--- src/verilog/div_pkg.sv ---
package div_pkg;

  // Operand and result widths of the 16 by 8 divider.
  typedef logic [15:0] dividend_t;
  typedef logic [7:0]  divisor_t;
  typedef logic [7:0]  quotient_t;
  typedef logic [7:0]  remainder_t;

  // One finished division as it travels through the FIFO.
  typedef struct packed {
    quotient_t  q;
    remainder_t r;
    logic       ovf;  // Quotient does not fit.
  } div_result_t;

  // Four-phase handshake side.
  typedef enum logic [1:0] {
    HS_IDLE,
    HS_ACK,
    HS_WAIT_LOW
  } hs_state_t;

endpackage
--- src/verilog/div_result_if.sv ---
interface div_result_if
  import div_pkg::*;
();

  logic        valid;
  logic        ready;
  div_result_t data;

  // Transfer on any edge with valid and ready both high.
  modport source (
    output valid,
    output data,
    input  ready
  );

  modport sink (
    input  valid,
    input  data,
    output ready
  );

endinterface

--- src/verilog/approx_div_unit.sv ---
module approx_div_unit
  import div_pkg::*;
#(
  parameter int APPROX_DIAGS = 4,
  parameter int FIFO_DEPTH   = 4
) (
  input  logic       clk,
  input  logic       rst_n,
  input  logic       in_req,
  output logic       in_ack,
  input  dividend_t  n,
  input  divisor_t   d,
  output logic       out_req,
  input  logic       out_ack,
  output quotient_t  q,
  output remainder_t r,
  output logic       ovf
);

  div_result_if push_bus ();
  div_result_if pop_bus ();

  div_req_port #(
    .APPROX_DIAGS(APPROX_DIAGS)
  ) u_req (
    .clk   (clk),
    .rst_n (rst_n),
    .in_req(in_req),
    .in_ack(in_ack),
    .n     (n),
    .d     (d),
    .push  (push_bus.source)
  );

  result_fifo #(
    .FIFO_DEPTH(FIFO_DEPTH)
  ) u_fifo (
    .clk  (clk),
    .rst_n(rst_n),
    .wr   (push_bus.sink),
    .rd   (pop_bus.source)
  );

  div_resp_port u_resp (
    .clk    (clk),
    .rst_n  (rst_n),
    .pop    (pop_bus.sink),
    .out_req(out_req),
    .out_ack(out_ack),
    .q      (q),
    .r      (r),
    .ovf    (ovf)
  );

endmodule

--- src/verilog/div_resp_port.sv ---
module div_resp_port
  import div_pkg::*;
(
  input  logic       clk,
  input  logic       rst_n,
  div_result_if.sink pop,
  output logic       out_req,
  input  logic       out_ack,
  output quotient_t  q,
  output remainder_t r,
  output logic       ovf
);

  hs_state_t   state;
  div_result_t held;  // Stable for the whole output cycle.

  assign pop.ready = (state == HS_IDLE);

  always_ff @(posedge clk) begin
    if (!rst_n) begin
      state   <= HS_IDLE;
      out_req <= 1'b0;
    end else begin
      case (state)
        HS_IDLE: begin
          if (pop.valid) begin
            out_req <= 1'b1;
            state   <= HS_ACK;
          end
        end
        HS_ACK: begin
          if (out_ack) begin
            out_req <= 1'b0;
            state   <= HS_WAIT_LOW;
          end
        end
        HS_WAIT_LOW: begin
          if (!out_ack) state <= HS_IDLE;  // Sink has finished.
        end
        default: state <= HS_IDLE;
      endcase
    end
  end

  always_ff @(posedge clk) begin
    if (pop.valid && pop.ready) held <= pop.data;
  end

  assign q   = held.q;
  assign r   = held.r;
  assign ovf = held.ovf;

endmodule

--- src/verilog/result_fifo.sv ---
module result_fifo
  import div_pkg::*;
#(
  parameter int FIFO_DEPTH = 4  // Power of two, at least 2.
) (
  input  logic         clk,
  input  logic         rst_n,
  div_result_if.sink   wr,
  div_result_if.source rd
);

  localparam int AW = $clog2(FIFO_DEPTH);

  div_result_t mem [FIFO_DEPTH];

  // One extra wrap bit on each pointer.
  logic [AW:0] wptr;
  logic [AW:0] rptr;
  logic        full;
  logic        empty;
  logic        do_push;
  logic        do_pop;

  assign empty = (wptr == rptr);
  assign full  = (wptr[AW] != rptr[AW]) && (wptr[AW-1:0] == rptr[AW-1:0]);

  assign wr.ready = ~full;
  assign rd.valid = ~empty;
  assign rd.data  = mem[rptr[AW-1:0]];

  assign do_push = wr.valid & wr.ready;
  assign do_pop  = rd.valid & rd.ready;

  always_ff @(posedge clk) begin
    if (!rst_n) begin
      wptr <= '0;
      rptr <= '0;
    end else begin
      if (do_push) wptr <= wptr + 1'b1;
      if (do_pop) rptr <= rptr + 1'b1;
    end
  end

  always_ff @(posedge clk) begin
    if (do_push) begin
      mem[wptr[AW-1:0]] <= wr.data;
    end
  end

endmodule

--- src/verilog/div_req_port.sv ---
module div_req_port
  import div_pkg::*;
#(
  parameter int APPROX_DIAGS = 4
) (
  input  logic                clk,
  input  logic                rst_n,
  input  logic                in_req,
  output logic                in_ack,
  input  dividend_t           n,
  input  divisor_t            d,
  div_result_if.source        push
);

  hs_state_t   state;
  quotient_t   arr_q;
  remainder_t  arr_r;
  logic        ovf;
  div_result_t result;

  divider_array #(
    .APPROX_DIAGS(APPROX_DIAGS)
  ) u_array (
    .n(n),
    .d(d),
    .q(arr_q),
    .r(arr_r)
  );

  // Quotient would need more than 8 bits.
  assign ovf = (d == '0) || (n[15:8] >= d);

  always_ff @(posedge clk) begin
    if (!rst_n) begin
      state  <= HS_IDLE;
      in_ack <= 1'b0;
    end else begin
      case (state)
        HS_IDLE: begin
          if (in_req) state <= HS_ACK;
        end
        HS_ACK: begin
          if (push.ready) begin  // Push done, acknowledge.
            in_ack <= 1'b1;
            state  <= HS_WAIT_LOW;
          end
        end
        HS_WAIT_LOW: begin
          if (!in_req) begin
            in_ack <= 1'b0;
            state  <= HS_IDLE;
          end
        end
        default: state <= HS_IDLE;
      endcase
    end
  end

  always_ff @(posedge clk) begin
    if (state == HS_IDLE && in_req) begin
      result.q   <= ovf ? 8'hFF : arr_q;
      result.r   <= ovf ? 8'h00 : arr_r;
      result.ovf <= ovf;
    end
  end

  assign push.valid = (state == HS_ACK);
  assign push.data  = result;

endmodule

--- src/verilog/divider_array.sv ---
module divider_array
  import div_pkg::*;
#(
  parameter int APPROX_DIAGS = 4
) (
  input  dividend_t  n,
  input  divisor_t   d,
  output quotient_t  q,
  output remainder_t r
);

  // Row i yields quotient bit i, rows are evaluated from row 7 down.
  // Column j subtracts divisor bit j.
  for (genvar i = 0; i < 8; i++) begin : g_row
    logic qb;   // Quotient bit of this row.
    logic hi;   // Bit above the 8 columns.

    for (genvar j = 0; j < 8; j++) begin : g_col
      logic x;
      logic b;
      logic bo;
      logic diff;
      logic p;  // Partial remainder bit after the select.

      if (j == 0) begin : g_lsb
        assign x = n[i];
        assign b = 1'b0;
      end else if (i == 7) begin : g_top
        assign x = n[7+j];
        assign b = g_row[i].g_col[j-1].bo;
      end else begin : g_inner
        assign x = g_row[i+1].g_col[j-1].p;
        assign b = g_row[i].g_col[j-1].bo;
      end

      if (i + j < APPROX_DIAGS) begin : g_approx
        // Cheap cell in the lower-left triangle.
        assign diff = x & ~d[j] & ~b;
        assign bo   = (~x & d[j]) | (x & d[j] & b);
      end else begin : g_exact
        assign diff = x ^ d[j] ^ b;
        assign bo   = (~x & d[j]) | (~(x ^ d[j]) & b);
      end

      assign p = qb ? diff : x;  // Restore on a failed subtract.
    end

    if (i == 7) begin : g_hi_top
      assign hi = n[15];
    end else begin : g_hi_inner
      assign hi = g_row[i+1].g_col[7].p;
    end

    assign qb   = hi | ~g_col[7].bo;
    assign q[i] = qb;
  end

  // Remainder is what row 0 leaves.
  for (genvar j = 0; j < 8; j++) begin : g_rem
    assign r[j] = g_row[0].g_col[j].p;
  end

endmodule

--- config.mk ---
export PLATFORM = sky130hd
export DESIGN_NAME = approx_div_unit
export DESIGN_NICKNAME = d
export VERILOG_FILES = /design/src/verilog/div_pkg.sv /design/src/verilog/div_result_if.sv /design/src/verilog/approx_div_unit.sv /design/src/verilog/div_resp_port.sv /design/src/verilog/result_fifo.sv /design/src/verilog/div_req_port.sv /design/src/verilog/divider_array.sv
export SDC_FILE = /design/constraint.sdc
export NUM_CORES = 1
export LEC_CHECK = 0
export ABC_AREA = 1
export BUFFER_PORTS_ARGS = -buffer_cell sky130_fd_sc_hd__buf_2
export CAP_MARGIN = 15
export CORE_ASPECT_RATIO = 1.25
export CORE_UTILIZATION = 50
export DETAILED_ROUTE_END_ITERATION = 8
export GPL_ROUTABILITY_DRIVEN = 0
export PLACE_DENSITY = 0.68
export SLEW_MARGIN = 20
export SYNTH_ARGS = -nofsm -noshare
export SYNTH_HDL_FRONTEND = slang
export SYNTH_SLANG_ARGS = --single-unit
--- constraint.sdc ---
create_clock -name clk -period 32.6 [get_ports clk]
set_clock_uncertainty 0.15 [all_clocks]
set_input_delay 0 -clock clk [delete_from_list [all_inputs] [get_ports clk]]
set_output_delay 0 -clock clk [all_outputs]
set_load 0.005 [all_outputs]
# == After elaboration in Yosys (flattened, before gate mapping) ==
# Memory sizes are Yosys's and may differ from the RTL's. A register that Yosys moved wholly into a read port is not among the register bits.
# Index checks and enable logic that the tools add are counted.
# op_classes
magnitude_cmp,1
n_addsub,2
n_bitwise,446
reduce_logical,13
eq_ne,13
muxes,80
# op_table
op,count
1-bit bitwise AND,144
1-bit NOT,134
1-bit bitwise XOR,104
1-bit two-way mux,70
1-bit bitwise OR,64
2-bit two-way mux,6
"2-bit inequality test, second input constant",6
2-bit one-hot mux with 3 select lines,2
3-bit AND reduction,4
8-bit >= comparator,1
8-bit zero test,1
"3-bit by 1-bit adder with 3-bit output, second input constant",2
"2-bit by 1-bit equality test with 1-bit output, second input constant",2
"2-bit equality test, second input constant",2
2-bit zero test,2
1-bit one-hot mux with 2 select lines,2
2-bit nonzero test,2
3-bit equality test,1
1-bit logical AND,3
2-bit equality test,1
1-bit logical OR,1
1-bit inequality test,1
# totals
ramBits,68
reg_bits,29
out_inout_bits,19
inputBits,28
memories,1
elab_cells,565
# mem_list
name,words,word_bits,rd,rd_ports_with_merged_regs,write_ports,line,source
u_fifo.mem,4,17,1,1,1,result_fifo.sv:14,div_result_t mem [FIFO_DEPTH];

# == Depth between registers and ports, before layout ==
# Gate-level depths: netlist (run 1).
# depth
depth_word,149
mapped_depth,100
mapped_depth_nobuf,95

# == Cells and area by module ==
# A second synthesis (run 1) with hierarchy kept.
# unflattened
hier_cells,721
area_unflattened_um2,7179.4
# by_module_without_submodules
module,area_per_inst_um2,cells_each,seq_area_each_um2,instances
result_fifo,2999.1,237,2202.1,1
divider_array,2503.7,341,0.0,1
div_req_port,1023.5,106,570.5,1
div_resp_port,653.1,37,570.5,1

# == Least setup slack after synthesis (run 1) ==
# No wires, ideal clock.
# synth_timing
path_type,input port to flip-flop
from,in d[1]
to,"reg u_req.result, in the netlist u_req.push.data[2], data pin"
setup_time_ns,0.170
path_stages,94
slack_ns,8.608
required_ns,32.280
t_arrival_ns,23.672
path_buffers,6
cell_sequence,clkbuf_1 inv_1 fa_1 fa_1 fa_1 fa_1 fa_1 fa_1 fa_1 nor2_4 buf_6 nand2_1 o21ai_0 fa_1 inv_1 fa_1 fa_1 fa_1 [58 not listed] nand3_4 inv_2 buf_6 nand2_2 o21ai_2 nand2_1 nand2_1 nand2_1 nand2_1 fa_1 fa_1 fa_1 fa_1 inv_1 nand2_4 nor2_2 nand3_1 o31ai_1
# synth_between
elab_chain_cells,149
elab_cells_between_ends,437
cone_classes,order compare: 1; mux: 57; bitwise: 377; reduce/logical: 2
# synth_rtl
item,line,source
start: declaration,approx_div_unit.sv:12,"input divisor_t d,"
1-bit bitwise XOR,"divider_array.sv:41, divider_array.sv:42",
1-bit NOT,divider_array.sv:42,assign bo = (~x & d[j]) | (~(x ^ d[j]) & b);
1-bit bitwise AND,divider_array.sv:42,
1-bit bitwise OR,divider_array.sv:42,
1-bit bitwise AND,divider_array.sv:42,
1-bit bitwise OR,divider_array.sv:42,
1-bit bitwise AND,divider_array.sv:42,
1-bit bitwise OR,divider_array.sv:42,
[133 not listed],-,
1-bit bitwise OR,divider_array.sv:42,
1-bit bitwise AND,divider_array.sv:42,
1-bit bitwise OR,divider_array.sv:42,
1-bit bitwise AND,divider_array.sv:42,
1-bit bitwise OR,divider_array.sv:42,
1-bit NOT,divider_array.sv:54,assign qb = hi | ~g_col[7].bo;
1-bit bitwise OR,divider_array.sv:54,
1-bit two-way mux,divider_array.sv:45,assign p = qb ? diff : x;
end: declaration,div_req_port.sv:19,div_result_t result;
# Parallel ways exist; a longest one is shown, timed or not.
# A chain may end at the register's enable or synchronous reset.

# == Final worst setup path (run 1) ==
# layout_timing
from,in d[0]
to,"reg u_req.result, in the netlist u_req.push.data[2], data pin"
# layout_between
elab_chain_cells,148
elab_cells_between_ends,452
cone_classes,order compare: 1; mux: 57; bitwise: 392; reduce/logical: 2
# layout_rtl
item,line
1-bit bitwise AND (2 in series),divider_array.sv:42
1-bit bitwise OR,divider_array.sv:42
1-bit bitwise AND,divider_array.sv:42
1-bit bitwise OR,divider_array.sv:42
1-bit bitwise AND,divider_array.sv:42
1-bit bitwise OR,divider_array.sv:42
1-bit bitwise AND,divider_array.sv:42
1-bit bitwise OR,divider_array.sv:42
[131 not listed],-
1-bit bitwise OR,divider_array.sv:42
1-bit bitwise AND,divider_array.sv:42
1-bit bitwise OR,divider_array.sv:42
1-bit bitwise AND,divider_array.sv:42
1-bit bitwise OR,divider_array.sv:42
1-bit NOT,divider_array.sv:54
1-bit bitwise OR,divider_array.sv:54
1-bit two-way mux,divider_array.sv:45
# Parallel ways exist; a longest one is shown, timed or not.

==> results of run 1 <==
-- layer usage --
layer / GRT usage, % / vias up
met3: 5.44 / 33
met2: 40.5 / 137
li1: - / 2311
met4: 10.7 / 0
met5: 0 / -
met1: 22.7 / 2282
-- Yosys cell counts (3+ instances only) --
master    number  area share, %
edfxtp_1     102             45
ha_1          17            3.1
buf_6          4           0.66
o21ai_1        4           0.29
inv_1         77            4.3
o21ai_0       50            3.7
inv_2          6           0.33
a21oi_1       21            1.5
nor2_1        44            2.4
nand2_2        9           0.83
mux2i_1        3           0.44
nand2_1      164            9.1
o22ai_1       17            1.6
nand2_4        4           0.66
clkbuf_1      13           0.72
dfxtp_1       12            3.5
nand3_1       34            2.5
fa_1          50             15
nand3_4        5            1.3
nand3_2        3           0.44
-- registers in the layout, indices dropped and copies added, names as in the netlist --
| signal | count |
|---|---|
| u_req.push.data | 17 |
| u_resp.state | 2 |
| u_fifo.wptr | 3 |
| u_req.state | 2 |
| u_fifo.mem | 68 |
| u_req.in_ack | 1 |
| u_resp.r | 8 |
| u_resp.q | 8 |
| u_resp.ovf | 1 |
| u_resp.out_req | 1 |
| u_fifo.rptr | 3 |
-- area by class of cell --
class,instances,area [um2],area share (%)
clock buffers,19,433,5.47
repair buffers,58,343,4.33
multi-input cells,445,3090,39.0
flip-flops and latches,114,3300,41.8
clock inverters,13,214,2.70
well taps,171,214,2.70
inverters,85,319,4.03
-- cells by family (layout without fill, tap and decap cells) --
family	Yosys count	after routing	synth area share, %
muxes	3	3	0.442
buffers and inverters	103	175	6.15
adders and majority gates	67	67	17.9
AOI/OAI and AO/OA	100	100	8.30
and+or+nand+nor	272	272	18.3
DFF	114	114	48.6
xor gates and xnor gates	3	3	0.387
-- worst paths after layout --
check,startpoint,endpoint,slack (ns),cells past startpoint
worst min register to register,u_resp.out_req$_SDFFE_PN0P_,u_resp.out_req$_SDFFE_PN0P_,0.32,2
worst min-delay path,d[0],u_req.push.data[1]$_SDFFCE_PP0P_,0.05,2
worst max register to register,u_fifo.rptr[1]$_SDFFE_PN0P_,u_fifo.mem[0][8]$_DFFE_PP_,29.87,4
worst max-delay path,d[0],u_req.push.data[2]$_SDFFCE_PP0P_,6.88,91
-- per-stage QoR --
step | setup WS, ns | cells | util [%] | hold slack (ns) | area [um2]
4_1_cts | 6.94 | 905 | 59.8 | 0.0249 | 7910
6_report | 6.88 | 905 | 59.8 | 0.0471 | 7910
2_1_floorplan | 8.61 | 662 | - | -0.0101 | 6800
5_1_grt | 5.66 | 905 | 59.8 | 0.0620 | 7910
3_3_place_gp | 7.81 | 864 | 54.2 | 0.107 | 7170
3_5_place_dp | 7.02 | 864 | 54.2 | 0.131 | 7170
-- worst max-delay path, delay by kind of cell --
family,cells,cell delay (ns)
compound gates,7,1.63
fa+ha+maj,51,19.75
buf+inv,15,1.99
simple gates,18,2.47
==> reports/summary.json, run 1 <==
{
  "clock_tree": {
    "ctsLongestPathBuffers": 2,
    "clock_sinks": 114,
    "tritoncts": "built",
    "tritoncts.num_buffers": 17,
    "cts.root.buffer_cell": "clkbuf_16",
    "cts_setup_buffers": 0,
    "clock_tree.htree_level_count": 4,
    "insertion_delay_ns": 0.40,
    "cts.reportedPaths.clkPinSlew_ns": 0.05,
    "postCtsResizedCells": 0,
    "cts.hold.buffers_added": 9
  },
  "setup_path": {
    "critPathArrivalTime_ns": 25.84,
    "setup.worst_path.end_class": "flop",
    "critPathKind": "primary input to flop",
    "worst_path_max_delay_cell": "dlygate4sd3_1",
    "cpPeakStageDelay_ns": 0.58,
    "critPathMaxFanout": 16,
    "required_ns": 32.72,
    "cell_type_with_the_highest_occurrence_count_on_the_critical_path": "fa_1",
    "cp-start-kind": "primary input"
  },
  "placed_design": {
    "hpwl_um": 10100,
    "io_buffer_count": 46
  },
  "sta": {
    "final_max_slew_viol_count": 0,
    "timing_worst_slew_pin_value_ns": 1.04,
    "rsz_0062_raised_after_global_routing": "false",
    "final_min_period_over_clock_period_pct": 78.9,
    "fin_setup_tns_ns": 0,
    "timing.final.setup_violations": 0,
    "worst_slew_margin_rel_pct": 30.8,
    "final-hold-violation-count": 0,
    "max_clock_freq_mhz": 38.9,
    "finalCriticalPeriod_ns": 25.72
  },
  "run_status": {
    "outcome": "completed"
  },
  "floorplan": {
    "chip_height_um": 132,
    "initial_core_util_pct": 51.4,
    "die-width_um": 106,
    "die_area_um2": 14100,
    "num_rows": 47,
    "design.core.area_um2": 13200,
    "num_io_pins": 47
  },
  "layout": {
    "fillerInstances": 1104,
    "diodes": 0,
    "design.final.nets": 816,
    "area_growth_syn_to_layout_pct": 16.4,
    "layout_commonest_cell": "nand2_1",
    "final_cell_mix": "nand2_1, edfxtp_1, inv_1",
    "layout-drive-gt1-share_pct": 15.8
  },
  "global_routing": {
    "globalRoute.totalOverflow": 0,
    "antenna_violations_before_repair": 0,
    "maximum_number_of_pins_on_one_net_before_global_route_repair": 38,
    "globalRouteTotalUtil_pct": 21.9,
    "number_of_global_route_vias_before_repair": 4973,
    "grt_first_pass_wirelength_um": 23400
  },
  "routing": {
    "drt_first_iter_violations": 297,
    "route.met2.wl_um": 7870,
    "postRouteAntennaNets": 0,
    "route.detailed.drc": 0,
    "drt-pass1-iter-count": 5,
    "detail_route.wl_per_cell_um": 15.8,
    "met1Wirelength_um": 5430,
    "met3WireLength_um": 627,
    "detail_route.wirelength_um": 14300,
    "routed-via-count": 4763,
    "route.top_layer_used": "met4",
    "avgViaCountPerCell": 5.26
  },
  "synthesis": {
    "synth_enable_flop_cells": 102,
    "syn_avg_cell_area_um2": 10.3,
    "postSynthNetCount": 757,
    "async_flop_share_pct": 0,
    "post_synth_inst_count": 662,
    "synth_seq_cells": 114,
    "ys_types": 38,
    "synth-seq-area-share_pct": 48.6,
    "ys_dominant_reg_cell": "edfxtp_1",
    "ys.warnings.count": 0,
    "syn-cell-area_um2": 6800
  },
  "min_path": {
    "worstHoldPathType": "primary input to flop"
  },
  "job": {
    "timing.max_cap.violations": 0
  }
}
Power of run 1 is not shown: default switching activity piles up to over one toggle a cycle in this logic, so the estimate is an artifact.
==> run 2: changes to the inputs <==
--- a/config.mk
+++ b/config.mk
@@ -12,7 +12,7 @@
 export CORE_UTILIZATION = 50
 export DETAILED_ROUTE_END_ITERATION = 8
 export GPL_ROUTABILITY_DRIVEN = 0
-export PLACE_DENSITY = 0.68
+export PLACE_DENSITY = 0.71
 export SLEW_MARGIN = 20
 export SYNTH_ARGS = -nofsm -noshare
 export SYNTH_HDL_FRONTEND = slang
==> constraint.sdc (replaced) <==
create_clock -name clk -period 22.7 [get_ports clk]
set_clock_uncertainty 0.15 [all_clocks]
set_input_delay 0 -clock clk [delete_from_list [all_inputs] [get_ports clk]]
set_output_delay 0 -clock clk [all_outputs]
set_load 0.005 [all_outputs]
==> reports/summary.json, run 2 (synthesis results as in run 1) <==
{
  "sta": {
    "timing_worst_slew_pin_value_ns": 1.02,
    "worst_slew_margin_rel_pct": 32.1,
    "final_max_slew_viol_count": 0,
    "timing.final.setup_violations": 0,
    "final-hold-violation-count": 0,
    "final_min_period_over_clock_period_pct": 96.2,
    "finalCriticalPeriod_ns": 21.85,
    "max_clock_freq_mhz": 45.8
  },
  "routing": {
    "drt_first_iter_violations": 378,
    "routed-via-count": 4966,
    "drt-pass1-iter-count": 6,
    "route.detailed.drc": 0,
    "detail_route.wirelength_um": 15100,
    "postRouteAntennaNets": 0,
    "avgViaCountPerCell": 5.36,
    "detail_route.wl_per_cell_um": 16.3
  },
  "layout": {
    "layout_commonest_cell": "nand2_1",
    "fillerInstances": 1040,
    "design.final.nets": 838,
    "layout-drive-gt1-share_pct": 23.0,
    "diodes": 0,
    "area_growth_syn_to_layout_pct": 20.3,
    "final_cell_mix": "nand2_1, edfxtp_1, inv_1",
    "largest_register_ff_count": 68,
    "post-route-cell-area_um2": 8180
  },
  "min_path": {
    "worstHoldPathType": "primary input to flop"
  },
  "clock_tree": {
    "cts.root.buffer_cell": "clkbuf_16",
    "clock_sinks": 114,
    "ctsLongestPathBuffers": 2,
    "clock_tree.htree_level_count": 4,
    "cts.reportedPaths.clkPinSlew_ns": 0.05,
    "tritoncts": "built",
    "insertion_delay_ns": 0.41,
    "tritoncts.num_buffers": 17
  },
  "setup_path": {
    "required_ns": 22.77,
    "worst_path_max_delay_cell": "fa_2",
    "critPathMaxFanout": 8,
    "critPathKind": "primary input to flop",
    "cpPeakStageDelay_ns": 0.43,
    "cp.buffers_inverters": 15,
    "regToRegSetupSlack_ns": 19.60,
    "path_delay_family": "adder cells",
    "setup.worst_path.end_class": "flop",
    "critPathArrivalTime_ns": 21.92,
    "cp-start-kind": "primary input"
  },
  "global_routing": {
    "globalRoute.totalOverflow": 0,
    "antenna_violations_before_repair": 0,
    "maximum_number_of_pins_on_one_net_before_global_route_repair": 38,
    "number_of_global_route_vias_before_repair": 5320,
    "globalRouteTotalUtil_pct": 23.1,
    "grt_first_pass_wirelength_um": 24900
  },
  "floorplan": {
    "design.core.area_um2": 13200,
    "chip_height_um": 132,
    "num_rows": 47,
    "initial_core_util_pct": 51.4,
    "die_area_um2": 14100,
    "num_io_pins": 47,
    "die-width_um": 106
  },
  "run_status": {
    "outcome": "completed"
  },
  "placed_design": {
    "io_buffer_count": 46,
    "place_area_um2": 7340,
    "hpwl_um": 10700
  },
  "job": {
    "timing.max_cap.violations": 0
  }
}
[run 2: final timing paths]
kind / start / endpoint / cells past startpoint
min reg2reg: u_resp.out_req$_SDFFE_PN0P_ / u_resp.out_req$_SDFFE_PN0P_ / 2
max: n[7] / u_req.push.data[3]$_SDFFCE_PP0P_ / 91
min: d[0] / u_req.push.data[1]$_SDFFCE_PP0P_ / 3
max reg2reg: u_fifo.rptr[1]$_SDFFE_PN0P_ / u_fifo.wptr[2]$_SDFFE_PN0P_ / 8
[run 2: area by class of cell]
type / instances / area, um2 / share of cell area [%]
Sequential cell: 114 / 3300 / 40.4
Multi-Input combinational cell: 445 / 3190 / 39.0
Timing Repair Buffer: 80 / 508 / 6.21
Clock buffer: 17 / 425 / 5.20
Inverter: 85 / 322 / 3.93
Clock inverter: 15 / 214 / 2.62
Tap cell: 171 / 214 / 2.62
[run 2: repair_timing]
| action | in CTS | in global routing |
|---|---|---|
| endpoints found under the hold margin | 15 | 0 |
| hold buffers | 9 | 0 |
| endpoints found under the setup margin | 0 | 9 |
| setup buffers | 0 | 8 |
| gates resized for setup | 0 | 15 |
[run 2: layer usage]
metal  global-route usage (%)  vias up  wire length [um]
li1                         -     2360                 -
met1                     25.4     2406              5760
met2                     41.9      154              8210
met3                     4.84       46               629
met4                     11.3        0               503
met5                        0        -                 0
[run 2: tightest hold or removal path: stages]
cell and delay (ns):
buf_2 0.12, buf_4 0.22, a211oi_1 0.10
[run 2: per-stage QoR]
step | hold slack (ns) | setup TNS (ns) | setup WS [ns] | util [%] | instances
2_1_floorplan | -0.0101 | 0 | 0.0104 | - | 662
5_1_grt | 0.0753 | -0.0459 | -0.0166 | 61.8 | 927
3_5_place_dp | 0.123 | -3.20 | -0.416 | 55.5 | 878
4_1_cts | 0.0449 | 0 | 0.0207 | 61.0 | 919
3_3_place_gp | 0.110 | 0 | 0.157 | 55.5 | 878
6_report | 0.0542 | 0 | 0.852 | 61.8 | 927
Power of run 2 is left out for the same reason.
